File: config.mk
export PLATFORM = sky130hd
export DESIGN_NAME = pc_status_leds
export DESIGN_NICKNAME = d
export VERILOG_FILES = /design/src/hw/looper_pkg.sv /design/src/hw/pc_status_leds.sv
export SDC_FILE = /design/constraint.sdc
export NUM_CORES = 1
export LEC_CHECK = 0
export ABC_AREA = 1
export BUFFER_PORTS_ARGS = -buffer_cell sky130_fd_sc_hd__buf_2
export CAP_MARGIN = 20
export CELL_PAD_IN_SITES_DETAIL_PLACEMENT = 1
export CELL_PAD_IN_SITES_GLOBAL_PLACEMENT = 1
export CORE_MARGIN = 8
export CORE_UTILIZATION = 10
export DETAILED_ROUTE_END_ITERATION = 12
export PLACE_DENSITY = 0.92
export SETUP_SLACK_MARGIN = 0.05
export SLEW_MARGIN = 20
export SYNTH_ARGS = -nofsm -noshare
export SYNTH_HDL_FRONTEND = slang
export SYNTH_SLANG_ARGS = --single-unit
export TNS_END_PERCENT = 100
File: constraint.sdc
create_clock -name clk_10mhz -period 0.8 [get_ports clk_10mhz]
set_input_delay 0.04 -clock clk_10mhz [delete_from_list [all_inputs] [get_ports clk_10mhz]]
set_output_delay 0.04 -clock clk_10mhz [all_outputs]
set_load 0.02 [all_outputs]
File: src/hw/looper_pkg.sv
package looper_pkg;

   //////////////////////////////////////////////////
   // Sizes
   //////////////////////////////////////////////////

   // Program memory geometry
   localparam int MEM_AW    = 8;
   localparam int MEM_DEPTH = 256;

   // Program word split: link on top, payload below
   localparam int WORD_W    = 64;
   localparam int PC_W      = 16;
   localparam int PAYLOAD_W = WORD_W - PC_W;

   // Clocks per serial bit at 10 MHz, by br_cfg
   // 4800, 9600, 19200, 38400 baud
   localparam int DIV_W               = 12;
   localparam int BAUD_DIV [4]        = '{2083, 1042, 521, 260};

   //////////////////////////////////////////////////
   // Bundles
   //////////////////////////////////////////////////

   // One write into program memory
   typedef struct packed {
      logic              en;
      logic [MEM_AW-1:0] addr;
      logic [WORD_W-1:0] data;
   } mem_wr_t;

   // Stored word, next address first
   typedef struct packed {
      logic [PC_W-1:0]      next_pc;
      logic [PAYLOAD_W-1:0] payload;
   } prog_word_t;

   // Word handed to decode
   typedef struct packed {
      logic [PC_W-1:0]      pc;
      logic [PAYLOAD_W-1:0] payload;
   } fetch_word_t;

   // Loader states, also exported on the board pins
   typedef enum logic [3:0] {
      ST_IDLE  = 4'd0,
      ST_COUNT = 4'd1,
      ST_BYTES = 4'd2,
      ST_WRITE = 4'd3,
      ST_FLUSH = 4'd4,
      ST_RUN   = 4'd5
   } load_state_e;

endpackage

File: src/hw/pc_status_leds.sv
`timescale 1ns/100ps

module pc_status_leds (
   input  logic                    clk_10mhz,
   input  logic                    rst_n,
   input  looper_pkg::fetch_word_t pc_to_dec,
   output logic                    gpio_led_4,
   output logic                    gpio_led_5,
   output logic                    gpio_led_6
);

   //////////////////////////////////////////////////
   // LED decode
   //////////////////////////////////////////////////

   // All dark in reset
   always_ff @(posedge clk_10mhz or negedge rst_n) begin
      if (!rst_n) begin
         gpio_led_4 <= 1'b0;
         gpio_led_5 <= 1'b0;
         gpio_led_6 <= 1'b0;
      end else begin
         // Past the first few words
         gpio_led_4 <= (pc_to_dec.pc > 16'd3);
         // At loop head
         gpio_led_5 <= (pc_to_dec.pc == 16'd0);
         // Anywhere else
         gpio_led_6 <= (pc_to_dec.pc > 16'd0);
      end
   end

endmodule

==> results.yml <==
worst_setup_path:
  crit_path_end: "gpio_led_6"
  cp-startpoint: "gpio_led_6$_DFF_PN0_"
  crit_slowest_cell: "dfrtp_1"
  cp_num_cells: 1
  crit_required_ps: 760
  path_buf_inv: 1
  cp-end-kind: "output pin"
  critPathMaxFanout: 1
  cp.arrival_ps: 720
  critical-path-max-stage-delay_ps: 360
  critPathKind: "reg2out"
  crit_chain: "buf_6"
  critPathLaunchType: "flop"
  crit_family: "flip-flops"
power:
  power_density_nw_per_um2: 1200
  ir_drop_v: 0.000281
  p_leak_nw: 0.242
logic_synthesis:
  syn_area_um2: 228
  synthMostInstantiatedCell: "inv_1"
  synthTopCellsByCount: "13 x inv_1, 11 x nand2_1, 11 x nor2_1"
  synth_area_per_cell_um2: 5.42
  synth_compound_area_share_pct: 0
  synth_adder_area_share_pct: 0
  yosysSeqAreaShare_pct: 33.0
  ys_async_sr_fraction_pct: 100
  syn_inst: 42
  muxShareOfSynthArea_pct: 0
  synth_edf_count: 0
  synth_top_family_by_area: "simple AND/OR/NAND/NOR gates"
  synth_top_area_cell: "dfrtp_1"
  syn_nets: 108
  yosys-top-cells-area: "dfrtp_1 33%, inv_1 21%, nand2_1 18%"
  yosysWarnings: 0
  synthSimpleGateAreaFrac_pct: 45.6
  synth_seq_cells: 3
  synth_xor_area_share_pct: 0
  synthFlopType: "dfrtp_1"
  synth_top_area_share_pct: 33.0
  synth.distinct_cells: 6
global_route:
  antenna_found_initial: 0
  grt_max_degree: 4
  grt_pass1_vias: 383
  grt_overflow_total: 0
  groute.usage.overall_pct: 4.54
  grt_first_pass_wirelength_um: 1410
drt:
  via_per_inst: 3.25
  ant_nets: 0
  wire_per_inst_um: 8.51
  routed_wl_um: 808
  drt_iter0_drc: 5
  drc: 0
  vias: 309
  drtPass1Iterations: 2
clocking:
  cts_max_level: 1
  cts_buffer_depth: 2
  cts_buffers: 3
  cts_sinks: 3
  clk_pin_slew_worst_paths_ps: 40
  cts_tree: "yes"
  root_buffer: "clkbuf_4"
placed_design:
  post-dp-hpwl_um: 755
  gp_congestion: 0.573
  pre_cts_ws_ps: 143
  port-buffer-count: 20
finish:
  nFillCells: 281
  seq_area_um2: 75.1
  fin_nets: 134
  multi_input_area_um2: 104
  syn2layout_area_growth_pct: 83.5
  n_antenna_cell: 0
  layout-drive-gt1-share_pct: 35.8
timing:
  worst_pin_slew_ps: 116
  max_freq_mhz: 1310
  worst_slack_ps: 35.2
  drv_slew: 0
  setup_viol_count_final: 0
  fin_crit_sh_pct: 95.6
  period_minus_slack_ps: 765
  hold_viol: 0
  max_slew_margin_pct: 92.3
  fin_setup_tns_ps: 0
  rsz0062_at_grt: "yes"
floorplanning:
  core_um2: 2190
  die_w_um: 63.7
  start_util_pct: 10.4
  die_h_um: 63.7
  die_area_um2: 4060
  rows: 17
  io-pin-count: 69
run:
  max_cap_viol_count: 0
hold_path:
  hp-class: "in2reg"
outcome:
  status: "complete, no violations"
==> layout by cell type (no fill, tap or decap) <==
cell type | Yosys | routed
nand3_1 | 3 | 3
dfrtp_1 | 3 | 3
clkbuf_1 | 0 | 1
inv_1 | 13 | 13
nor2_2 | 1 | 1
buf_2 | 0 | 17
dlygate4sd3_1 | 0 | 1
clkbuf_4 | 0 | 3
nor2_1 | 11 | 11
nand2_1 | 11 | 11
buf_6 | 0 | 3
==> per-layer routing <==
layer / vias up / wire length (um) / track usage (%)
met5: - / 0 / 0
met4: 0 / 15 / 5.85
met3: 2 / 80 / 1.94
met2: 14 / 447 / 7.48
met1: 128 / 265 / 3.59
li1: 165 / - / -
==> cell type report <==
| class | instances | area share (%) |
|---|---|---|
| inverters | 13 | 11.7 |
| flip-flops and latches | 3 | 18.0 |
| repair buffers | 21 | 30.8 |
| multi-input cells | 26 | 24.9 |
| well taps | 28 | 8.38 |
| clock buffers | 4 | 6.29 |
==> sequential cells by signal, summed over array words and instances, names as in the netlist <==
name        flops
gpio_led_6      1
gpio_led_5      1
gpio_led_4      1
==> logic make-up after synthesis <==
kind of cell	Yosys count
and+or+nand+nor	26
buffers and inverters	13
DFF	3
==> what timing repair did <==
item / CTS / global route
buffers inserted: 0 / 0
gates cloned: 0 / 0
setup endpoints to repair: 3 / 3
hold endpoints to repair: 3 / 0
gates resized for setup: 6 / 0
hold buffers: 1 / 0
==> through the flow <==
step	total power [mW]	utilization (%)	instances	area, um2	hold WS, ps
2_1_floorplan	0.187	-	42	228	-256
6_report	0.501	19.1	95	418	128
5_1_grt	0.533	19.1	95	418	167
3_3_place_gp	0.232	16.6	90	363	-167
4_1_cts	0.522	19.1	95	418	125
3_5_place_dp	0.239	16.6	90	363	-166
==> how the worst min path moves through the flow <==
stage / cells past startpoint / startpoint / slack [ps] / endpoint
after detailed placement: 1 / rst_n / -170 / gpio_led_5$_DFF_PN0_
after CTS: 5 / pc_to_dec[58] / 120 / gpio_led_4$_DFF_PN0_
after floorplan: 0 / rst_n / -260 / gpio_led_4$_DFF_PN0_
after global placement: 1 / rst_n / -170 / gpio_led_6$_DFF_PN0_
after global routing: 2 / rst_n / 170 / gpio_led_4$_DFF_PN0_
final: 5 / pc_to_dec[58] / 130 / gpio_led_4$_DFF_PN0_
==> power by group <==
| group | switching (mW) | internal (mW) | total (mW) |
|---|---|---|---|
| clock network | 0.0755 | 0.187 | 0.262 |
| registers | 0.00000301 | 0.153 | 0.153 |
| logic | 0.0400 | 0.0456 | 0.0856 |
Note: power is estimated with default switching activity, not from simulation.
