`src/hw/looper_pkg.sv`:
```
package looper_pkg;

   //////////////////////////////////////////////////
   // Sizes
   //////////////////////////////////////////////////

   // Program memory geometry
   localparam int MEM_AW    = 8;
   localparam int MEM_DEPTH = 256;

   // Program word split: link on top, payload below
   localparam int WORD_W    = 64;
   localparam int PC_W      = 16;
   localparam int PAYLOAD_W = WORD_W - PC_W;

   // Clocks per serial bit at 10 MHz, by br_cfg
   // 4800, 9600, 19200, 38400 baud
   localparam int DIV_W               = 12;
   localparam int BAUD_DIV [4]        = '{2083, 1042, 521, 260};

   //////////////////////////////////////////////////
   // Bundles
   //////////////////////////////////////////////////

   // One write into program memory
   typedef struct packed {
      logic              en;
      logic [MEM_AW-1:0] addr;
      logic [WORD_W-1:0] data;
   } mem_wr_t;

   // Stored word, next address first
   typedef struct packed {
      logic [PC_W-1:0]      next_pc;
      logic [PAYLOAD_W-1:0] payload;
   } prog_word_t;

   // Word handed to decode
   typedef struct packed {
      logic [PC_W-1:0]      pc;
      logic [PAYLOAD_W-1:0] payload;
   } fetch_word_t;

   // Loader states, also exported on the board pins
   typedef enum logic [3:0] {
      ST_IDLE  = 4'd0,
      ST_COUNT = 4'd1,
      ST_BYTES = 4'd2,
      ST_WRITE = 4'd3,
      ST_FLUSH = 4'd4,
      ST_RUN   = 4'd5
   } load_state_e;

endpackage

```
`src/hw/load_ctrl.sv`:
```
`timescale 1ns/100ps

module load_ctrl (
   input  logic                    clk_10mhz,
   input  logic                    rst_n,
   input  logic [7:0]              rx_data,
   input  logic                    rx_valid,
   output looper_pkg::mem_wr_t     wr_port,
   output logic                    flsh,
   output logic                    mem_sys_fin,
   output looper_pkg::load_state_e state
);

   logic [2:0]                    byte_cnt;
   logic [looper_pkg::MEM_AW-1:0] word_addr;
   logic [7:0]                    words_left;
   logic [7:0]                    word_cnt;
   logic [looper_pkg::WORD_W-1:0] word_sr;

   //////////////////////////////////////////////////
   // Load FSM
   //////////////////////////////////////////////////

   always_ff @(posedge clk_10mhz or negedge rst_n) begin
      if (!rst_n) begin
         state      <= looper_pkg::ST_IDLE;
         byte_cnt   <= '0;
         word_addr  <= '0;
         words_left <= '0;
         word_cnt   <= '0;
      end else begin
         case (state)
            // Waiting for a count byte, zero means nothing to load
            looper_pkg::ST_IDLE, looper_pkg::ST_RUN: begin
               if (rx_valid && rx_data != 8'd0) begin
                  word_cnt   <= rx_data;
                  words_left <= rx_data;
                  state      <= looper_pkg::ST_COUNT;
               end
            end
            // Count latched, rewind the word pointers
            looper_pkg::ST_COUNT: begin
               word_addr <= '0;
               byte_cnt  <= '0;
               state     <= looper_pkg::ST_BYTES;
            end
            // Collect eight bytes per word
            looper_pkg::ST_BYTES: begin
               if (rx_valid) begin
                  byte_cnt <= byte_cnt + 1'b1;
                  if (byte_cnt == 3'd7) begin
                     state <= looper_pkg::ST_WRITE;
                  end
               end
            end
            // Single write cycle, then next word or done
            looper_pkg::ST_WRITE: begin
               if (words_left == 8'd1) begin
                  state <= looper_pkg::ST_FLUSH;
               end else begin
                  word_addr  <= word_addr + 1'b1;
                  words_left <= words_left - 1'b1;
                  state      <= looper_pkg::ST_BYTES;
               end
            end
            looper_pkg::ST_FLUSH: state <= looper_pkg::ST_RUN;
            default:              state <= looper_pkg::ST_IDLE;
         endcase
      end
   end

   // Byte shifter, MSB first
   always_ff @(posedge clk_10mhz) begin
      if (state == looper_pkg::ST_BYTES && rx_valid) begin
         word_sr <= {word_sr[looper_pkg::WORD_W-9:0], rx_data};
      end
   end

   // Outputs decoded from state
   always_comb begin
      wr_port.en   = (state == looper_pkg::ST_WRITE);
      wr_port.addr = word_addr;
      wr_port.data = word_sr;
   end

   assign flsh        = (state == looper_pkg::ST_FLUSH);
   assign mem_sys_fin = (state == looper_pkg::ST_RUN);

   // Writes stay inside the announced program
   a_wr_in_range: assert property (@(posedge clk_10mhz) disable iff (!rst_n)
      wr_port.en |-> (wr_port.addr < word_cnt));

endmodule

```
`config.mk`:
```
export PLATFORM = sky130hd
export DESIGN_NAME = load_ctrl
export DESIGN_NICKNAME = d
export VERILOG_FILES = /design/src/hw/looper_pkg.sv /design/src/hw/load_ctrl.sv
export SDC_FILE = /design/constraint.sdc
export NUM_CORES = 1
export LEC_CHECK = 0
export ABC_AREA = 1
export BUFFER_PORTS_ARGS = -buffer_cell sky130_fd_sc_hd__buf_2
export CORE_MARGIN = 1.5
export CORE_UTILIZATION = 45
export DETAILED_ROUTE_END_ITERATION = 8
export GPL_ROUTABILITY_DRIVEN = 1
export MAX_ROUTING_LAYER = met4
export PLACE_DENSITY = 0.7
export SLEW_MARGIN = 25
export SYNTH_ARGS = -nofsm -noshare
export SYNTH_HDL_FRONTEND = slang
export SYNTH_SLANG_ARGS = --single-unit
```
`constraint.sdc`:
```
create_clock -name clk_10mhz -period 2.29 [get_ports clk_10mhz]
set_clock_uncertainty 0.1 [all_clocks]
set_input_delay 0.229 -clock clk_10mhz [delete_from_list [all_inputs] [get_ports clk_10mhz]]
set_output_delay 0.229 -clock clk_10mhz [all_outputs]
set_load 0.01 [all_outputs]
```
==> flow_summary.ini <==
[pwr]
combPwrFrac = 0.324
p_leak_nw = 1.87
p_int_mw = 3.18
p_clk_frac = 0.200
p_seq_frac = 0.476
netSwitchingFraction = 0.382
p_per_area_nw_per_um2 = 1220
peakVddDrop_uv = 373
p_sw_mw = 1.96

[synthesis]
syn_nets = 285
synth-edff-count = 64
ys_ff_latch = 86
yosysUniqueCellTypes = 32
synth-async-reset-ratio = 0.256
synth_area_um2 = 3370
synth-main-ff-cell = edfxtp_1
ys_warn_count = 0
syn_avg_cell_area_um2 = 12.5
syn-instance-count = 269
yosysSeqAreaShare = 0.734

[worst_setup_path]
rrSetupSlack_ps = 450
max_stage_delay_ps = 430
rr_startpoint = state[1]$_DFFE_PN0P_
crit_type = reg2reg
critPathRequiredTime_ps = 2190
worst-r2r-cell-count = 5
crit_arrival_ps = 1750
r2r_end = word_sr[29]$_DFFE_PP_
crit_top_cell = inv_2
crit_path_top_delay_cell = dfrtp_1
end_kind = register
path_cells = inv_2 > nor3_2 > nand2_1 > inv_2 > buf_4
start_kind = register
cp_max_fo = 37

[global_route]
overflow = 0
grt_first_pass_wirelength_um = 9740
grt_pass1_vias = 1985
grt_max_degree = 38
antenna_found_initial = 0
track_usage = 0.169

[placed_design]
port_buffers = 88
hpwl_um = 4610
postPlaceCellArea_um2 = 3920
gp_congestion = 0.926
place_inst = 455

[clock_network]
clkTransAtPathRegs_ps = 90
cts_resized = 0
clk_latency_ps = 350
clkSinkCount = 86
htreeDepth = 3
cts_tree = yes
clockBufferDepth = 2
cts-buffers-inserted = 9
cts_root_buf = clkbuf_8

[die]
fp.dieW_um = 89.5
core.rowCount = 31
fp.dieH_um = 89.5
ios = 90
die_area_um2 = 8010
coreArea_um2 = 7250
start_util = 0.464

[route]
vias_per_cell = 4.70
drtIter0Drc = 105
vias = 2258
remaining_drc_errors = 0
drt_pass1_iterations = 4
routed_wl_um = 6290
post_drt_wl_per_cell_um = 13.1
ant_nets = 0

[min_path]
min_to = byte_cnt[0]$_DFFE_PN0P_
min_path_cells = 3
min_from = rx_valid
min_path_type = in2reg

[sta]
setup_viol = 0
max_freq_mhz = 542
finalCriticalPeriod_ps = 1840
whs_ps = 99.7
hold_violations = 0
finalSetupTns_ps = 0
finalCritPeriodShare = 0.805
max-slew-margin-rel = 0.652
rsz0062_at_grt = no
worstMarginPinSlew_ps = 522
slew_viol_final = 0

[finish]
fin_util = 0.581
stdcell_count = 480
design_area_um2 = 4210
drive_gt1_frac = 0.325
n_antenna_cell = 0
final_nets = 392
areaGrowthSynthToFinish_pct = 25.0

[status]
status = finished, final reports clean

[job]
cap_violations = 0
-- flip-flops by register name, indices dropped and copies added, names as in the netlist --
| signal | flops |
|---|---|
| word_sr | 64 |
| word_addr | 8 |
| words_left | 8 |
| byte_cnt | 3 |
| state | 3 |
-- layout by cell type, fill, tap and decap left out, types with 4 or more instances in the layout --
| cell type | instances |
|---|---|
| buf_2 | 88 |
| clkbuf_8 | 9 |
| dfrtp_1 | 22 |
| dlygate4sd3_1 | 9 |
| edfxtp_1 | 64 |
| ha_1 | 5 |
| inv_1 | 14 |
| inv_2 | 5 |
| nand2_1 | 72 |
| nand3_1 | 22 |
| nor2_1 | 24 |
| o21ai_0 | 4 |
| o21ai_1 | 10 |
-- power by group through the flow --
stage          clock [mW]  sequential [mW]  combinational (mW)
2_1_floorplan           0             2.59               0.987
6_report             1.03             2.45                1.66
4_1_cts              1.05             2.45                1.68
3_5_place_dp            0             2.49                1.67
3_3_place_gp            0             2.46                1.64
5_1_grt              1.13             2.51                1.88
-- cell usage after synthesis (2+ instances only) --
cell type,number,area [µm²]
xor2_1,2,17.5
nand3b_1,2,15.0
edfxtp_1,64,1920
dfrtp_1,22,551
nand2_4,2,22.5
nor2_1,24,90.1
o21ai_1,10,50.1
ha_1,5,62.6
inv_2,5,18.8
inv_1,14,52.6
o21ai_0,4,20.0
nand2_2,2,12.5
a21oi_1,2,10.0
nand2_1,72,270
nand3_1,22,110
-- critical path, delay by kind of cell, from the launching register on --
kind	cells	cell delay (ps)
and+or+nand+nor	2	370
DFF	1	430
buffers and inverters	3	570
-- logic make-up after synthesis --
group	after synthesis	synth area share
AO/OA/AOI/OAI	20	0.0345
XOR/XNOR	3	0.00780
adder cells (fa/ha/maj)	5	0.0186
buffers and inverters	23	0.0301
flip-flops	86	0.734
other	1	0.00111
AND/OR/NAND/NOR	131	0.174
-- worst max-delay path by stage --
| stage | from | to | slack [ps] | cells after the start |
|---|---|---|---|---|
| finish | state[1]$_DFFE_PN0P_ | word_sr[29]$_DFFE_PP_ | 450 | 5 |
| global route | state[1]$_DFFE_PN0P_ | byte_cnt[0]$_DFFE_PN0P_ | 230 | 8 |
| CTS | state[1]$_DFFE_PN0P_ | byte_cnt[0]$_DFFE_PN0P_ | 420 | 8 |
| detailed placement | state[1]$_DFFE_PN0P_ | byte_cnt[1]$_DFFE_PN0P_ | 440 | 8 |
| global placement | state[0]$_DFFE_PN0P_ | word_sr[58]$_DFFE_PP_ | 510 | 4 |
| floorplan | state[1]$_DFFE_PN0P_ | byte_cnt[1]$_DFFE_PN0P_ | 120 | 7 |
-- layout make-up --
cell class	count	area, µm²
Clock inverter	7	73.8
Inverter	20	77.6
Tap cell	99	124
Clock buffer	9	124
Multi-Input combinational cell	160	795
Timing Repair Buffer	99	546
Sequential cell	86	2470
Fill cell	645	3040
-- stage by stage --
step	worst slack, ps	power, mW
3_5_place_dp	441	4.15
3_3_place_gp	513	4.10
6_report	446	5.14
2_1_floorplan	116	3.57
5_1_grt	225	5.52
4_1_cts	423	5.19
-- repair_timing --
action | CTS | global route
hold buffers | 9 | 0
hold endpoints to repair | 30 | 0
setup buffers | 0 | 0
-- metal layers --
metal	vias to the layer above	wire [µm]	GRT usage
met4	0	143	0.0769
met5	-	0	-
li1	1134	-	-
met2	72	2940	0.249
met3	15	380	0.0397
met1	1037	2830	0.224
No activity file was read; power rests on OpenSTA's default activity.
