`src/hw/looper_pkg.sv`:
```
package looper_pkg;

   //////////////////////////////////////////////////
   // Sizes
   //////////////////////////////////////////////////

   // Program memory geometry
   localparam int MEM_AW    = 8;
   localparam int MEM_DEPTH = 256;

   // Program word split: link on top, payload below
   localparam int WORD_W    = 64;
   localparam int PC_W      = 16;
   localparam int PAYLOAD_W = WORD_W - PC_W;

   // Clocks per serial bit at 10 MHz, by br_cfg
   // 4800, 9600, 19200, 38400 baud
   localparam int DIV_W               = 12;
   localparam int BAUD_DIV [4]        = '{2083, 1042, 521, 260};

   //////////////////////////////////////////////////
   // Bundles
   //////////////////////////////////////////////////

   // One write into program memory
   typedef struct packed {
      logic              en;
      logic [MEM_AW-1:0] addr;
      logic [WORD_W-1:0] data;
   } mem_wr_t;

   // Stored word, next address first
   typedef struct packed {
      logic [PC_W-1:0]      next_pc;
      logic [PAYLOAD_W-1:0] payload;
   } prog_word_t;

   // Word handed to decode
   typedef struct packed {
      logic [PC_W-1:0]      pc;
      logic [PAYLOAD_W-1:0] payload;
   } fetch_word_t;

   // Loader states, also exported on the board pins
   typedef enum logic [3:0] {
      ST_IDLE  = 4'd0,
      ST_COUNT = 4'd1,
      ST_BYTES = 4'd2,
      ST_WRITE = 4'd3,
      ST_FLUSH = 4'd4,
      ST_RUN   = 4'd5
   } load_state_e;

endpackage

```
`src/hw/loop_fetch.sv`:
```
`timescale 1ns/100ps

module loop_fetch (
   input  logic                          clk_10mhz,
   input  logic                          rst_n,
   input  logic                          flsh,
   input  logic                          mem_sys_fin,
   output logic                          rd_en,
   output logic [looper_pkg::MEM_AW-1:0] rd_addr,
   input  looper_pkg::prog_word_t        rd_data,
   output looper_pkg::fetch_word_t       pc_to_dec
);

   logic [looper_pkg::PC_W-1:0] pc;
   logic                        wait_data;

   // Issue phase reads at pc
   assign rd_en   = mem_sys_fin && !wait_data;
   assign rd_addr = pc[looper_pkg::MEM_AW-1:0];

   //////////////////////////////////////////////////
   // Two-phase fetch
   //////////////////////////////////////////////////

   always_ff @(posedge clk_10mhz or negedge rst_n) begin
      if (!rst_n) begin
         pc        <= '0;
         wait_data <= 1'b0;
         pc_to_dec <= '0;
      end else if (flsh) begin
         // New program, restart at the top
         pc        <= '0;
         wait_data <= 1'b0;
      end else if (!mem_sys_fin) begin
         // Loading, hold what decode sees
         wait_data <= 1'b0;
      end else if (!wait_data) begin
         wait_data <= 1'b1;
      end else begin
         // Data back, pc still names the word just read
         pc_to_dec.pc      <= pc;
         pc_to_dec.payload <= rd_data.payload;
         pc                <= rd_data.next_pc;
         wait_data         <= 1'b0;
      end
   end

   // Links must stay within the memory
   a_pc_in_mem: assert property (@(posedge clk_10mhz) disable iff (!rst_n)
      pc[looper_pkg::PC_W-1:looper_pkg::MEM_AW] == '0);

endmodule

```
`config.mk`:
```
export PLATFORM = sky130hd
export DESIGN_NAME = loop_fetch
export DESIGN_NICKNAME = d
export VERILOG_FILES = /design/src/hw/looper_pkg.sv /design/src/hw/loop_fetch.sv
export SDC_FILE = /design/constraint.sdc
export NUM_CORES = 1
export LEC_CHECK = 0
export BUFFER_PORTS_ARGS = -buffer_cell sky130_fd_sc_hd__buf_2
export CAP_MARGIN = 20
export CORE_MARGIN = 8
export CORE_UTILIZATION = 52
export DETAILED_ROUTE_END_ITERATION = 8
export GPL_ROUTABILITY_DRIVEN = 0
export PLACE_DENSITY_LB_ADDON = 0.15
export SLEW_MARGIN = 20
export SYNTH_ARGS = -nofsm -noshare
export SYNTH_HDL_FRONTEND = slang
export SYNTH_SLANG_ARGS = --single-unit
```
`constraint.sdc`:
```
create_clock -name clk_10mhz -period 3.7 [get_ports clk_10mhz]
set_clock_uncertainty 0.05 [all_clocks]
set_input_delay 0.185 -clock clk_10mhz [delete_from_list [all_inputs] [get_ports clk_10mhz]]
set_output_delay 0.185 -clock clk_10mhz [all_outputs]
set_load 0.02 [all_outputs]
```
==> results.toml, run 1 <==
[route]
drc = 0
wl_per_cell_um = 17.5
dr.pass1.iters = 4
top_layer = "met4"
antenna_left = 0
routed-wl-met2_mm = 3.39
vias_per_cell = 4.97
drt_wl_total_mm = 7.62
vias = 2164
drt_iter0_drc = 64
drt-met1-wl_mm = 3.51
routed-wl-met3_um = 639

[pwr]
powerDensity_nw_per_um2 = 557
p_comb_frac = 0.261
pwr-share-seq = 0.450
switching_share = 0.284
clockPowerShare = 0.289
p_leak_nw = 2.48
vdd_drop_max_uv = 283
intPower_mw = 1.75
p_sw_mw = 0.696

[placed_design]
dp_hpwl_mm = 5.43
portBuffers = 140

[status]
outcome = "completed"

[synth]
synthesis.area_um2 = 3570
synthCells = 221
syn_area_per_cell_um2 = 16.2
synth_top_family_by_area = "multiplexers"
synth-compound-area-share = 0.0672
ys_ff_latch = 81
post_synth_and_or_nand_nor_area_fraction = 0.0315
ys_seq_area_frac = 0.567
yosys_warnings = 0
ys_types = 14
muxShareOfSynthArea = 0.265
syn_nets = 289
synth-xor-area-share = 0
synth_fa_ha_area_frac = 0

[setup_path]
cp.required_ns = 3.87
path_max_fanout = 37
cp-start-kind = "primary input"
arrival_ns = 2.01
criticalPathCategory = "in2reg"
end_kind = "flip-flop"

[grt]
grt_use_total = 0.158
antenna_found_initial = 0
grt_pass1_vias = 2352
grt_max_degree = 82
overflow = 0
grt_pass1_wl_mm = 12.3

[timing]
setup_viol = 0
slew_headroom = 0.525
grt_setup_unrepaired = "no"
hold_viol = 0
fin_setup_tns_ns = 0
post-route-period-util = 0.498
period_minus_slack_ns = 1.84
slew_viol_final = 0
tightest_slew_ns = 0.712
holdWs_ns = 0.0256
fmax_mhz = 543

[finish]
final_cell_mix = "buf_2 (139), dfrtp_1 (81), mux2_4 (60)"
area_delta_synth_final_pct = 22.9
final_common_cell = "buf_2"
fin_nets = 418
antenna_cells = 0
drive_above_1_share = 0.665

[cts]
cts_inserted_buffers = 9
htreeDepth = 3
cts_root_buffer = "clkbuf_8"
clock_path_buffers = 2
cts.sinks = 81
cts_tree = "yes"
clk_pin_slew_ns = 0.08
clk_latency_ns = 0.33

[floorplan]
initial_utilization = 0.532
die_x_um = 98.9
die_area_um2 = 9780
design.core.area_um2 = 6720
pin_count = 141
die_h_um = 98.9
rows = 30

[flow_run]
cap_violations = 0

[hold_path]
hold_path.class = "in2reg"
Yosys cell counts:
cell | n | share of area
mux2_4 | 60 | 0.25
nand3_1 | 16 | 0.022
buf_6 | 1 | 0.0032
nor2b_1 | 2 | 0.0035
dfrtp_1 | 81 | 0.57
buf_2 | 2 | 0.0028
a21bo_2 | 16 | 0.045
mux2_2 | 4 | 0.013
buf_1 | 4 | 0.0042
buf_12 | 7 | 0.039
a21oi_1 | 16 | 0.022
buf_4 | 8 | 0.017
clkbuf_1 | 3 | 0.0032
nand3b_4 | 1 | 0.0056
final timing paths:
kind	startpoint	to	slack [ns]	cells after the start
min reg2reg	pc[11]	pc_to_dec[59]	0.45	1
max	mem_sys_fin	pc_to_dec[13]	1.86	4
max reg2reg	wait_data	pc_to_dec[13]	1.94	3
min in group asynchronous	rst_n	pc_to_dec[7]	0.40	2
max in group asynchronous	rst_n	pc_to_dec[26]	2.71	2
min	rd_data[19]	pc_to_dec[19]	0.03	2
repair_timing:
action | CTS | global route
hold buffers | 1 | 0
gates resized for setup | 0 | 0
endpoints found under the hold margin | 26 | 0
setup buffers | 0 | 0
metal layers:
metal	vias up	track usage
met2	91	0.230
li1	1021	-
met3	7	0.0543
met5	-	0
met1	1045	0.211
met4	0	0.0638
worst max-delay path, cell delays in order:
cell and delay [ns]:
buf_2 0.48, nand3b_4 0.59, buf_12 0.41, mux2_4 0.33
flip-flops by register name, summed over array words and instances (netlist names):
| signal | flops |
|---|---|
| pc_to_dec | 64 |
| pc | 16 |
| wait_data | 1 |
power by group through the flow:
stage                     logic [mW]  clock network [mW]  registers, mW
after global routing           0.680               0.763           1.12
after global placement         0.632                   0           1.12
after floorplan                0.246                   0           1.29
final                          0.639               0.707           1.10
after detailed placement       0.645                   0           1.12
after CTS                      0.649               0.729           1.10
through the flow:
step / power (mW) / util / cells / worst slack (ns) / instance area (µm²)
floorplan: 1.53 / - / 221 / 2.38 / 3570
global route: 2.56 / 0.654 / 435 / 1.73 / 4390
finish: 2.45 / 0.654 / 435 / 1.86 / 4390
global placement: 1.75 / 0.619 / 418 / 1.53 / 4160
CTS: 2.48 / 0.653 / 435 / 1.87 / 4390
detailed placement: 1.76 / 0.619 / 418 / 1.50 / 4160
final cells by class:
cell class / count / area, µm²
clock buffer: 14 / 163
clock inverter: 2 / 60.1
fill: 511 / 2330
multi-input combinational: 115 / 1300
sequential: 81 / 2030
tap: 80 / 100
timing repair buffer: 143 / 744
cells by family (layout without fill, tap and decap cells):
kind of cell,after synthesis,after routing
flops,81,81
buf+inv,25,159
mux,64,64
compound gates,32,32
simple gates,19,19
No activity file was read; power rests on OpenSTA's default activity.
==> run 2: changes to the inputs <==
- CORE_UTILIZATION: 52 -> 48
- clock period: 3.7 -> 1.7 ns (I/O delays scaled with it)
==> run 2 against run 1 <==
Global-route usage rose by 1.9 points. Design area rose by 16%. Critical path depth fell by 1. Largest power group unchanged. Register-to-register slack got worse by 1.6 ns. Critical path type is now reg2out. Combinational power rose by 140%.
==> results.toml, run 2 (synthesized netlist as in run 1, its figures left out) <==
[floorplan]
pin_count = 141
die_h_um = 102
initial_utilization = 0.495
die_x_um = 102
die_area_um2 = 10500
design.core.area_um2 = 7210
rows = 31

[status]
outcome = "completed"

[placed_design]
post-place-ws_ns = 0.313
dp_hpwl_mm = 5.68
postPlaceCellArea_um2 = 4240
numPlacedInstances = 442
portBuffers = 140

[finish]
fin_area_um2 = 5080
fin_nets = 487
multi_input_area_um2 = 1300
drive_above_1_share = 0.574
top_register = "pc_to_dec"
final_common_cell = "buf_2"
final_core_util = 0.704
final_cells = 522
area_delta_synth_final_pct = 42.1
nFillCells = 544
final_cell_mix = "buf_2 (139), dfrtp_1 (81), dlygate4sd3_1 (65)"
largestRegisters = "pc_to_dec: 64 flops, pc: 16 flops, wait_data: 1 flops"
final-seq-area_um2 = 2030
antenna_cells = 0
largest_register_ffs = 64

[pwr]
p_leak_nw = 2.76
vdd_drop_max_uv = 623
power_mw = 5.27
powerDensity_nw_per_um2 = 1040

[setup_path]
slowest_stage = "dfrtp_1"
cp.required_ns = 1.56
end_kind = "output port"
arrival_ns = 1.37
crit_path_max_incr_delay_ns = 0.41
criticalPathCategory = "reg2out"
timing.rr.end = "pc_to_dec[51]"
reg2reg_from = "wait_data"
ff2ff_path_depth = 3
path_max_fanout = 33
crit_path_cell_trace = "buf_4, nor2b_1, buf_2"
r2r_slack_ns = 0.30
cp-start-kind = "flip-flop"

[timing]
fin_setup_tns_ns = 0
grt_setup_unrepaired = "no"
hold_viol = 0
holdWs_ns = 0.109
period_minus_slack_ns = 1.50
postLayoutSetupSlackWorst_ns = 0.197
tightest_slew_ns = 0.346
post-route-period-util = 0.884
slew_headroom = 0.770
slew_viol_final = 0
fmax_mhz = 665
setup_viol = 0

[route]
drt_wl_total_mm = 9.06
vias = 2458
drc = 0
wl_per_cell_um = 17.4
drt_iter0_drc = 58
dr.pass1.iters = 4
antenna_left = 0
vias_per_cell = 4.71

[grt]
overflow = 0
grt_pass1_wl_mm = 14.2
antenna_found_initial = 0
grt_use_total = 0.177
grt_pass1_vias = 2711
grt_max_degree = 42

[cts]
cts_inserted_buffers = 9
clk_latency_ns = 0.34
cts_tree = "yes"
cts_hold_buf = 65
cts_root_buffer = "clkbuf_8"
htreeDepth = 3
clk_pin_slew_ns = 0.08
cts.sinks = 81
ctsResizeCount = 0
post-cts-setup-buffer-count = 0
clock_path_buffers = 2

[hold_path]
hp-start = "flsh"
holdPathStages = 3
min_to = "pc[10]"
hold_path.class = "in2reg"

[flow_run]
cap_violations = 0
## run 2: final cells by class
cell class	count	area share
Sequential cell	81	0.399
Clock buffer	9	0.0244
Clock inverter	6	0.0118
Multi-Input combinational cell	115	0.256
Tap cell	99	0.0244
Timing Repair Buffer	212	0.284
## run 2: per-layer routing
metal | share of wire | GRT usage
met5 | 0 | 0
met4 | 0.011 | 0.0643
met3 | 0.065 | 0.0409
met2 | 0.47 | 0.287
met1 | 0.45 | 0.225
## run 2: critical path: cells and delay by family (launching register included)
| kind | cells | cell delay [ns] |
|---|---|---|
| AND/OR/NAND/NOR | 1 | 0.17 |
| buffers and inverters | 2 | 0.45 |
| flip-flops | 1 | 0.41 |
## run 2: worst max path at each step
stage	start	end	slack, ns	cells after the start
2_1_floorplan	wait_data	pc_to_dec[0]	0.38	5
3_3_place_gp	wait_data	pc_to_dec[51]	0.35	3
3_5_place_dp	wait_data	pc_to_dec[51]	0.31	3
4_1_cts	wait_data	rd_en	0.19	3
5_1_grt	wait_data	rd_en	0.07	3
6_report	wait_data	rd_en	0.20	3
## run 2: where the power goes
part           internal, mW  total (mW)  switching (mW)
Sequential             2.23        2.41           0.175
Clock                 0.662        1.32           0.660
Combinational         0.774        1.53           0.760
