$ cat src/hw/looper_pkg.sv
package looper_pkg;

   //////////////////////////////////////////////////
   // Sizes
   //////////////////////////////////////////////////

   // Program memory geometry
   localparam int MEM_AW    = 8;
   localparam int MEM_DEPTH = 256;

   // Program word split: link on top, payload below
   localparam int WORD_W    = 64;
   localparam int PC_W      = 16;
   localparam int PAYLOAD_W = WORD_W - PC_W;

   // Clocks per serial bit at 10 MHz, by br_cfg
   // 4800, 9600, 19200, 38400 baud
   localparam int DIV_W               = 12;
   localparam int BAUD_DIV [4]        = '{2083, 1042, 521, 260};

   //////////////////////////////////////////////////
   // Bundles
   //////////////////////////////////////////////////

   // One write into program memory
   typedef struct packed {
      logic              en;
      logic [MEM_AW-1:0] addr;
      logic [WORD_W-1:0] data;
   } mem_wr_t;

   // Stored word, next address first
   typedef struct packed {
      logic [PC_W-1:0]      next_pc;
      logic [PAYLOAD_W-1:0] payload;
   } prog_word_t;

   // Word handed to decode
   typedef struct packed {
      logic [PC_W-1:0]      pc;
      logic [PAYLOAD_W-1:0] payload;
   } fetch_word_t;

   // Loader states, also exported on the board pins
   typedef enum logic [3:0] {
      ST_IDLE  = 4'd0,
      ST_COUNT = 4'd1,
      ST_BYTES = 4'd2,
      ST_WRITE = 4'd3,
      ST_FLUSH = 4'd4,
      ST_RUN   = 4'd5
   } load_state_e;

endpackage

$ cat src/hw/uart_rx.sv
`timescale 1ns/100ps

module uart_rx (
   input  logic       clk_10mhz,
   input  logic       rst_n,
   input  logic       rxd,
   input  logic [1:0] br_cfg,
   output logic [7:0] rx_data,
   output logic       rx_valid
);

   logic                         rxd_meta;
   logic                         rxd_sync;
   logic                         busy;
   logic [3:0]                   bit_idx;
   logic [looper_pkg::DIV_W-1:0] div_cnt;
   logic [looper_pkg::DIV_W-1:0] bit_div;
   logic [7:0]                   shift_sr;

   // Clocks per bit for the selected rate
   assign bit_div = looper_pkg::DIV_W'(looper_pkg::BAUD_DIV[br_cfg]);

   // Two-flop synchroniser, idles high like the line
   always_ff @(posedge clk_10mhz or negedge rst_n) begin
      if (!rst_n) begin
         rxd_meta <= 1'b1;
         rxd_sync <= 1'b1;
      end else begin
         rxd_meta <= rxd;
         rxd_sync <= rxd_meta;
      end
   end

   //////////////////////////////////////////////////
   // Frame control
   //////////////////////////////////////////////////

   // bit_idx 0 is the start bit, 1..8 data, 9 stop
   always_ff @(posedge clk_10mhz or negedge rst_n) begin
      if (!rst_n) begin
         busy     <= 1'b0;
         bit_idx  <= '0;
         div_cnt  <= '0;
         rx_valid <= 1'b0;
      end else begin
         rx_valid <= 1'b0;
         if (!busy) begin
            // Falling edge seen, wait half a bit to land mid start bit
            if (!rxd_sync) begin
               busy    <= 1'b1;
               bit_idx <= '0;
               div_cnt <= (bit_div >> 1) - 1'b1;
            end
         end else if (div_cnt != '0) begin
            div_cnt <= div_cnt - 1'b1;
         end else begin
            // Sample point
            div_cnt <= bit_div - 1'b1;
            bit_idx <= bit_idx + 1'b1;
            if (bit_idx == 4'd0 && rxd_sync) begin
               busy <= 1'b0;  // start bit gone high again, just a glitch
            end else if (bit_idx == 4'd9) begin
               busy     <= 1'b0;
               // Framing error gives no strobe
               rx_valid <= rxd_sync;
            end
         end
      end
   end

   // Data bits arrive LSB first
   always_ff @(posedge clk_10mhz) begin
      if (busy && div_cnt == '0) begin
         if (bit_idx >= 4'd1 && bit_idx <= 4'd8) begin
            shift_sr <= {rxd_sync, shift_sr[7:1]};
         end
         if (bit_idx == 4'd9) begin
            rx_data <= shift_sr;
         end
      end
   end

endmodule

$ cat config.mk
export PLATFORM = sky130hd
export DESIGN_NAME = uart_rx
export DESIGN_NICKNAME = d
export VERILOG_FILES = /design/src/hw/looper_pkg.sv /design/src/hw/uart_rx.sv
export SDC_FILE = /design/constraint.sdc
export NUM_CORES = 1
export LEC_CHECK = 0
export BUFFER_PORTS_ARGS = -buffer_cell sky130_fd_sc_hd__buf_2
export CORE_MARGIN = 8
export CORE_UTILIZATION = 40
export CTS_CLUSTER_DIAMETER = 60
export DETAILED_ROUTE_END_ITERATION = 8
export PLACE_DENSITY_LB_ADDON = 0.05
export SLEW_MARGIN = 20
export SYNTH_ARGS = -nofsm -noshare
export SYNTH_HDL_FRONTEND = slang
export SYNTH_SLANG_ARGS = --single-unit
$ cat constraint.sdc
create_clock -name clk_10mhz -period 3.1 [get_ports clk_10mhz]
set_input_delay 0.62 -clock clk_10mhz [delete_from_list [all_inputs] [get_ports clk_10mhz]]
set_output_delay 0.62 -clock clk_10mhz [all_outputs]
set_load 0.02 [all_outputs]
==> run_results.csv, run 1 <==
group,metric,value,unit
timing,max_freq,0.399,GHz
power,power,1.59,mW
global_routing,track_usage,0.126,
power,p_sw,0.551,mW
global_routing,grt_pass1_wl,7220,um
placed_design,dp.final_hpwl,3020,um
yosys,seq_area_frac_synth,0.511,
yosys,synth_cell_type_count,51,
critical_path,crit_buf_inv,0,
worst_hold_path,hold_path.class,"input port to asynchronous set/reset pin",
detailed_routing,ant_nets,0,
timing,finalSetupViolCount,0,
timing,setup_ws,0.594,ns
critical_path,critical_path_class,"flop to flop",
critical_path,max_stage_delay,0.47,ns
placed_design,place_worst_setup_slack,0.379,ns
clocking,clkLatencyLatePin,0.28,ns
finish,stdcell_count,261,
yosys,netlist_area,0.00193,mm^2
floorplanning,coreArea,0.00469,mm^2
yosys,ys_ff_latch,36,
timing,rsz0062_at_grt,"false",
clocking,numCtsBuffers,5,
critical_path,reg2reg_depth,9,
placed_design,numPortBuffers,13,
floorplanning,rows,25,
critical_path,start_kind,"flop",
floorplanning,die_area,0.00729,mm^2
finish,areaGrowthSynthToFinish,13.3,%
power,switching_share,0.346,
clocking,cts_tree,"yes",
power,p_int,1.04,mW
critical_path,cp.required,3.30,ns
clocking,cts_setup_buffers,0,
critical_path,r2r_setup_slack,0.59,ns
power,comb_power_share,0.291,
finish,fin_nets,216,
clocking,cts_buffer_depth,2,
critical_path,path_max_fanout,5,
clocking,ctsRootBufferMaster,"clkbuf_8",
clocking,clock-sinks,36,
timing,layout_min_cycle_time,2.51,ns
timing,clock_skew,0.00482,ns
global_routing,grt_pass1_vias,1441,
job,max_cap_viol_count,0,
yosys,synth_cells,188,
critical_path,crit_path_cell_trace,"nor4_2, nand4_2, nor2_1, o22ai_1, ha_1, nand3_1, a211oi_1, mux2_1, nor3_1",
detailed_routing,drt-pass1-iter-count,4,
clocking,clkTransAtPathRegs,0.07,ns
floorplanning,die_h,85.4,um
global_routing,grt_antenna_before_repair,0,
critical_path,worstSetupEndpointType,"flop",
detailed_routing,via_count,1468,
critical_path,slowest_stage,"nor4_2",
clocking,cts.repair.resized,0,
global_routing,grt_max_degree,21,
floorplanning,die_x,85.4,um
detailed_routing,wl_per_cell,16.2,um
detailed_routing,drt_wl_total,4230,um
finish,fillers,444,
clocking,hold_buffers,0,
finish,antenna_cells,0,
power,clkPwrFrac,0.255,
critical_path,crit_arrival,2.71,ns
floorplanning,initial_utilization,0.410,
yosys,async_flop_share,0.556,
yosys,synth_area_per_cell,10.2,um^2
placed_design,place.gp.congestion,0.884,
yosys,synth_edf_count,16,
finish,multiInputGateArea,897,um^2
finish,drive_gt1_frac,0.188,
finish,final_core_util,0.465,
power,powerDensity,729,mW/mm^2
critical_path,path_delay_family,"simple AND/OR/NAND/NOR gates",
placed_design,dp_cells,253,
critical_path,reg2reg_to,"div_cnt[4]$_DFFE_PN0P_",
yosys,synthFlopType,"dfrtp_1",
finish,regArea,983,um^2
power,pwr-share-seq,0.454,
outcome,status,"finished clean",
power,p_leak,0.855,nW
detailed_routing,via_per_inst,5.62,
power,peakVddDrop,0.352,mV
critical_path,r2r_start,"div_cnt[7]$_DFFE_PN0P_",
clocking,htree_levels,2,
global_routing,grt_overflow,0,
yosys,yosysWarnings,0,
timing,final_hold_viol_count,0,
timing,setup_tns,0,ns
floorplanning,io_pins,14,
timing,period_share,0.808,
yosys,syn_nets,198,
detailed_routing,drcViolationCount,0,
timing,worst_pin_slew,0.590,ns
detailed_routing,drtIter0Drc,91,
timing,maxSlewHeadroom,0.606,
critical_path,startpoint,"div_cnt[7]$_DFFE_PN0P_",
timing,drv_slew,0,
metrics by stage:
step                      area (um^2)  hold slack, ns
after CTS                        2180           0.300
after detailed placement         2070           0.350
after global routing             2180           0.322
after floorplan                  1930           0.324
after global placement           2070           0.348
final                            2180           0.287
flip-flops by register name, summed over array words and instances, names as in the netlist:
| name | count |
|---|---|
| div_cnt | 12 |
| rx_data | 8 |
| shift_sr | 8 |
| bit_idx | 4 |
| busy | 1 |
| rx_valid | 1 |
| rxd_meta | 1 |
| rxd_sync | 1 |
cell usage after synthesis, types with 3 or more instances:
master    number  area share
inv_1          4      0.0078
edfxtp_1      16        0.25
nor3_1         8       0.021
a31oi_1        3      0.0097
nand2_1       22       0.043
clkbuf_1       5      0.0097
a211oi_1       4       0.016
nand3_1        7       0.018
xor2_1         4       0.018
ha_1           5       0.032
nor2_1        17       0.033
o22ai_1        4       0.013
o21ai_0       11       0.029
nand2b_1       3      0.0097
a21oi_1       11       0.029
o21a_1         3       0.012
dfrtp_1       18        0.23
kinds of logic (layout without fill, tap and decap cells):
family | count (synthesis) | count (layout) | share of synthesized area
simple gates | 74 | 74 | 0.203
compound gates | 54 | 54 | 0.197
flops | 36 | 36 | 0.511
buf+inv | 12 | 31 | 0.0234
fa+ha+maj | 5 | 5 | 0.0325
xor+xnor | 5 | 5 | 0.0227
mux | 2 | 2 | 0.0110
power groups by stage:
stage          logic [mW]  clock network, mW  registers, mW
3_3_place_gp        0.454                  0          0.727
2_1_floorplan       0.384                  0          0.684
6_report            0.463              0.405          0.722
4_1_cts             0.464              0.424          0.718
3_5_place_dp        0.461                  0          0.725
5_1_grt             0.533              0.445          0.734
final cells by class:
| class | count | area share |
|---|---|---|
| Clock buffer | 5 | 0.0316 |
| Sequential cell | 36 | 0.451 |
| Multi-Input combinational cell | 140 | 0.411 |
| Tap cell | 54 | 0.0310 |
| Inverter | 5 | 0.00861 |
| Clock inverter | 3 | 0.0195 |
| Timing Repair Buffer | 18 | 0.0470 |
cells in the final DEF, fill, tap and decap left out, types with 2 or more instances in the layout:
master    synthesis  routed
dfrtp_1          18      18
edfxtp_1         16      16
a211oi_1          4       4
ha_1              5       5
buf_2             0      13
clkbuf_8          0       5
nor3_2            2       2
o21ai_0          11      11
nand2b_1          3       3
a21oi_1          11      11
or4_4             2       2
a21o_1            2       2
inv_1             4       4
nor3_1            8       8
nor2b_1           2       2
nor4b_1           2       2
buf_4             0       5
a21boi_0          2       2
o22ai_1           4       4
o21a_1            3       3
nor4_2            2       2
nand2_1          22      22
a31oi_1           3       3
nor2_1           17      17
xor2_1            4       4
nand3_1           7       7
dfstp_2           2       2
worst max path at each step:
stage,endpoint,cells after the start
4_1_cts,div_cnt[4]$_DFFE_PN0P_,9
3_3_place_gp,div_cnt[4]$_DFFE_PN0P_,9
6_report,div_cnt[4]$_DFFE_PN0P_,9
2_1_floorplan,shift_sr[0]$_DFFE_PP_,4
5_1_grt,div_cnt[4]$_DFFE_PN0P_,9
3_5_place_dp,div_cnt[4]$_DFFE_PN0P_,9
layer usage:
metal  routed length, um  up-vias  track usage
met5                   0        -            0
met4                  44        0       0.0510
met3                 213        4       0.0319
met2                1910       35        0.186
met1                2050      696        0.171
li1                    -      733            -
Power figures use the tool's default switching activity.
==> inputs of run 2 (changes only) <==
clock period = 2.37 ns   (was 3.1 ns; I/O delays follow)
==> run 2 against run 1 <==
  * Fmax up 8.0%
  * First-iteration DRC count up 98%
  * Non-clock buffer count up 32
  * Critical path depth unchanged
  * Sequential share of layout area down 4.4 points
  * Largest cell class unchanged
==> run_results.csv, run 2 (synthesis results as in run 1) <==
group,metric,value,unit
clocking,cts_buffer_depth,2,
power,powerDensity,926,mW/mm^2
floorplanning,initial_utilization,0.410,
global_routing,use_met1,0.164,
finish,final_cell_mix,"buf_4 (37), nand2_1 (22), nor2_1 (17)",
critical_path,slowest_stage,"or4_4",
critical_path,worstSetupEndpointType,"flop",
finish,largest_reg_flops,12,
finish,multiInputGateArea,928,um^2
timing,finalSetupViolCount,0,
global_routing,use_met2,0.241,
timing,layout_min_cycle_time,2.32,ns
clocking,clkTransAtPathRegs,0.08,ns
global_routing,grt_pass1_wl,8070,um
detailed_routing,via_per_inst,5.78,
critical_path,reg2reg_depth,9,
finish,final_core_util,0.518,
finish,areaGrowthSynthToFinish,26.1,%
critical_path,crit_arrival,2.53,ns
critical_path,cp.required,2.58,ns
detailed_routing,drt_wl_total,4990,um
global_routing,track_usage,0.140,
timing,setup_tns,0,ns
power,peakVddDrop,0.375,mV
placed_design,dp_cells,279,
detailed_routing,wl_per_cell,17.0,um
critical_path,r2r_start,"div_cnt[3]$_DFFE_PN0P_",
floorplanning,coreArea,0.00469,mm^2
clocking,clkLatencyLatePin,0.29,ns
finish,regArea,987,um^2
placed_design,place.gp.congestion,0.966,
global_routing,busiest_layer,"met2",
finish,drive_gt1_frac,0.318,
critical_path,critical_path_class,"flop to flop",
global_routing,grt_max_degree,21,
critical_path,start_kind,"flop",
critical_path,reg2reg_to,"div_cnt[4]$_DFFE_PN0P_",
global_routing,grt_overflow,0,
timing,clock_skew,0.00791,ns
floorplanning,rows,25,
clocking,numCtsBuffers,5,
critical_path,max_stage_delay,0.57,ns
placed_design,dp.final_hpwl,3560,um
job,max_cap_viol_count,0,
timing,max_freq,0.431,GHz
critical_path,r2r_setup_slack,0.05,ns
critical_path,path_max_fanout,3,
detailed_routing,via_count,1695,
floorplanning,die_x,85.4,um
timing,worst_pin_slew,0.512,ns
clocking,htree_levels,2,
global_routing,gr-usage-met3,0.0319,
clocking,clock-sinks,36,
clocking,cts_tree,"yes",
timing,period_share,0.979,
detailed_routing,drt-pass1-iter-count,4,
critical_path,crit_path_cell_trace,"or4_4, nor3_4, a21o_1, a22oi_1, ha_2, nand3_1, a211oi_1, mux2_1, nor3_2",
detailed_routing,drtIter0Drc,180,
global_routing,grt_antenna_before_repair,0,
critical_path,startpoint,"div_cnt[3]$_DFFE_PN0P_",
clocking,ctsRootBufferMaster,"clkbuf_8",
finish,fin_nets,248,
finish,reg_top3,"div_cnt x12, rx_data x8, shift_sr x8",
timing,drv_slew,0,
floorplanning,io_pins,14,
power,p_leak,1.02,nW
detailed_routing,drcViolationCount,0,
worst_hold_path,hold_path.class,"input port to asynchronous set/reset pin",
floorplanning,die_area,0.00729,mm^2
finish,antenna_cells,0,
finish,final_common_cell,"buf_4",
detailed_routing,ant_nets,0,
outcome,status,"finished clean",
floorplanning,die_h,85.4,um
finish,largest-register,"div_cnt",
timing,maxSlewHeadroom,0.659,
timing,final_hold_viol_count,0,
finish,stdcell_count,293,
global_routing,grt_pass1_vias,1694,
placed_design,numPortBuffers,13,
finish,fillers,434,
[run 2: layout make-up]
type                            instances  area share
Tap cell                               54      0.0278
Timing Repair Buffer                   50       0.141
Clock buffer                            6      0.0299
Inverter                                5     0.00773
Clock inverter                          2     0.00464
Multi-Input combinational cell        140       0.382
Sequential cell                        36       0.406
[run 2: what timing repair did]
item,4_1_cts,5_1_grt
setup buffers,0,6
endpoints found under the setup margin,0,5
hold buffers,0,0
resized for setup,0,5
[run 2: how the worst max path moves through the flow]
stage	end	slack (ns)	cells after the start
2_1_floorplan	div_cnt[4]$_DFFE_PN0P_	0.003	9
3_3_place_gp	div_cnt[4]$_DFFE_PN0P_	0.09	9
3_5_place_dp	div_cnt[4]$_DFFE_PN0P_	0.04	9
4_1_cts	div_cnt[4]$_DFFE_PN0P_	0.02	9
5_1_grt	div_cnt[4]$_DFFE_PN0P_	-0.04	9
6_report	div_cnt[4]$_DFFE_PN0P_	0.05	9
[run 2: metal layers]
layer  wire length [um]  vias to the layer above
li1                   -                      803
met1               2080                      817
met2               2460                       62
met3                333                       13
met4                110                        0
met5                  0                        -
[run 2: critical path, delay by kind of cell (launching register included)]
| family | cells | cell delay (ns) |
|---|---|---|
| compound gates | 3 | 0.27 |
| mux | 1 | 0.34 |
| simple gates | 4 | 1.03 |
| fa+ha+maj | 1 | 0.21 |
| flops | 1 | 0.39 |
[run 2: stage by stage]
stage / total power, mW / worst slack (ns) / instance area [um^2] / hold WS [ns]
after global routing: 2.40 / -0.0409 / 2430 / 0.177
after global placement: 1.73 / 0.0870 / 2280 / 0.348
after CTS: 2.18 / 0.0219 / 2370 / 0.160
final: 2.25 / 0.0500 / 2430 / 0.142
after floorplan: 1.42 / 0.00325 / 1940 / 0.178
after detailed placement: 1.74 / 0.0368 / 2280 / 0.355
[run 2: where the power goes]
part	switching, mW	total, mW	internal [mW]
Combinational	0.461	0.930	0.469
Clock	0.227	0.431	0.204
Sequential	0.119	0.888	0.768
==> inputs of run 3 (changes only) <==
GPL_TIMING_DRIVEN = 0   (was unset)
TNS_END_PERCENT = 20   (was unset)
==> run 3 against run 2 <==
  * The flow now finishes with violations (negative setup slack)
  * Sequential power is 6.6% higher
  * Fmax is 3.8% lower
  * Die area stayed put
  * Sequential cell count stayed put
  * Via count is 1.6% lower
  * Largest power group is now registers
==> run_results.csv, run 3 (synthesis results as in run 1) <==
group,metric,value,unit
critical_path,path_max_fanout,6,
timing,setup_ws,-0.0412,ns
placed_design,place_worst_setup_slack,-0.520,ns
clocking,clkLatencyLatePin,0.30,ns
floorplanning,rows,25,
clocking,hold_buffers,0,
critical_path,worstSetupEndpointType,"flop",
floorplanning,die_h,85.4,um
clocking,cts_tree,"yes",
critical_path,critical_path_class,"flop to flop",
timing,clock_skew,0.0183,ns
placed_design,dp.final_hpwl,3170,um
power,p_int,1.40,mW
detailed_routing,via_per_inst,5.91,
timing,layout_min_cycle_time,2.41,ns
floorplanning,coreArea,0.00469,mm^2
finish,final_area,0.00243,mm^2
timing,max_freq,0.415,GHz
critical_path,slowest_stage,"or4_4",
global_routing,track_usage,0.145,
clocking,cts_buffer_depth,2,
power,p_leak,0.946,nW
detailed_routing,drt-pass1-iter-count,4,
detailed_routing,ant_nets,0,
finish,areaGrowthSynthToFinish,26.3,%
timing,final_hold_viol_count,0,
timing,period_share,1.02,
timing,holdWs,0.131,ns
floorplanning,initial_utilization,0.410,
job,max_cap_viol_count,0,
clocking,clkTransAtPathRegs,0.09,ns
timing,rsz0062_at_grt,"true",
placed_design,place.gp.congestion,0.908,
critical_path,r2r_setup_slack,-0.04,ns
detailed_routing,drcViolationCount,0,
critical_path,cp.required,2.60,ns
placed_design,dpl_cell_area,0.00206,mm^2
finish,final_common_cell,"nand2_1",
finish,final_cell_mix,"nand2_1 (21), edfxtp_1 (16), nor2_1 (15)",
power,peakVddDrop,0.430,mV
critical_path,crit_buf_inv,0,
outcome,violations,"negative setup slack",
detailed_routing,drtIter0Drc,107,
finish,reg_top3,"div_cnt x12, rx_data x8, shift_sr x8",
finish,antenna_cells,0,
worst_hold_path,hold_path.class,"input port to asynchronous set/reset pin",
power,powerDensity,929,mW/mm^2
finish,fin_nets,237,
global_routing,grt_overflow,0,
timing,maxSlewHeadroom,0.611,
critical_path,crit_path_cell_trace,"or4_4, nor3_4, a21o_1, a22oi_2, ha_2, nand3_1, a211oi_2, mux2_1, nor3_1",
timing,worst_pin_slew,0.575,ns
critical_path,max_stage_delay,0.57,ns
detailed_routing,wl_per_cell,18.0,um
power,p_sw,0.859,mW
power,clkPwrFrac,0.194,
timing,drv_slew,0,
clocking,ctsRootBufferMaster,"clkbuf_8",
floorplanning,io_pins,14,
power,power,2.26,mW
global_routing,grt_pass1_vias,1654,
finish,largest-register,"div_cnt",
power,comb_power_share,0.387,
outcome,status,"finished, violations left",
critical_path,path_delay_family,"simple AND/OR/NAND/NOR gates",
clocking,numCtsBuffers,5,
placed_design,numPortBuffers,13,
power,switching_share,0.380,
power,pwr-share-seq,0.419,
detailed_routing,drt_wl_total,5090,um
detailed_routing,via_count,1668,
critical_path,start_kind,"flop",
finish,drive_gt1_frac,0.329,
timing,finalSetupViolCount,2,
global_routing,grt_pass1_wl,8390,um
critical_path,crit_arrival,2.64,ns
timing,setup_tns,-0.0813,ns
floorplanning,die_area,0.00729,mm^2
finish,largest_reg_flops,12,
floorplanning,die_x,85.4,um
clocking,clock-sinks,36,
global_routing,grt_antenna_before_repair,0,
global_routing,grt_max_degree,21,
clocking,htree_levels,2,
-- run 3: cell types whose count changed in the layout (fill, tap and decap cells not counted), sizes merged --
cell / previous run / this run
buf: 50 / 35
clkinvlp: 1 / 0
clkinv: 2 / 4
clkbuf: 6 / 9
-- run 3: path summary, 6_finish.rpt --
| kind | start | to | cells past startpoint |
|---|---|---|---|
| worst min-delay path | rst_n | div_cnt[0]$_DFFE_PN0P_ | 1 |
| worst max-delay path | div_cnt[8]$_DFFE_PN0P_ | div_cnt[4]$_DFFE_PN0P_ | 9 |
| max in group asynchronous | rst_n | div_cnt[7]$_DFFE_PN0P_ | 1 |
| min in group clk_10mhz | rxd | rxd_meta$_DFF_PN1_ | 1 |
| worst min register to register | rxd_meta$_DFF_PN1_ | rxd_sync$_DFF_PN1_ | 0 |
| worst max register to register | div_cnt[8]$_DFFE_PN0P_ | div_cnt[4]$_DFFE_PN0P_ | 9 |
-- run 3: timing repair --
action | in CTS | in global routing
gates resized for setup | 17 | 17
buffers inserted | 17 | 4
setup endpoints to repair | 24 | 21
pin swaps | 8 | 8
-- run 3: power by group through the flow --
stage	combinational, mW	sequential [mW]	clock (mW)
detailed placement	0.604	0.950	0
finish	0.875	0.947	0.438
CTS	0.791	0.927	0.448
global route	0.968	0.964	0.469
global placement	0.590	0.944	0
floorplan	0.508	0.895	0
-- run 3: layout make-up --
class | instances | area, um^2
clock inverter | 3 | 18.8
multi-input combinational | 140 | 1000
tap | 54 | 67.6
fill | 424 | 2260
timing repair buffer | 33 | 238
sequential | 36 | 988
inverter | 5 | 18.8
clock buffer | 5 | 68.8
buffer | 6 | 27.5
-- run 3: worst reg2reg max path: cells and delay by family (launching register included) --
kind | cells | cell delay (ns)
and+or+nand+nor | 4 | 1.02
DFF | 1 | 0.47
AOI/OAI and AO/OA | 3 | 0.27
muxes | 1 | 0.33
adders and majority gates | 1 | 0.22
-- run 3: layer usage --
layer,vias up,global-route usage,routed length (um)
met1,800,0.176,2140
met2,82,0.229,2400
met4,0,0.0732,124
met5,-,0,0
met3,15,0.0444,421
li1,771,-,-
-- run 3: stage by stage --
stage           util  cells
2_1_floorplan      -    188
4_1_cts        0.499    279
3_3_place_gp   0.440    255
3_5_place_dp   0.440    255
5_1_grt        0.518    282
6_report       0.518    282
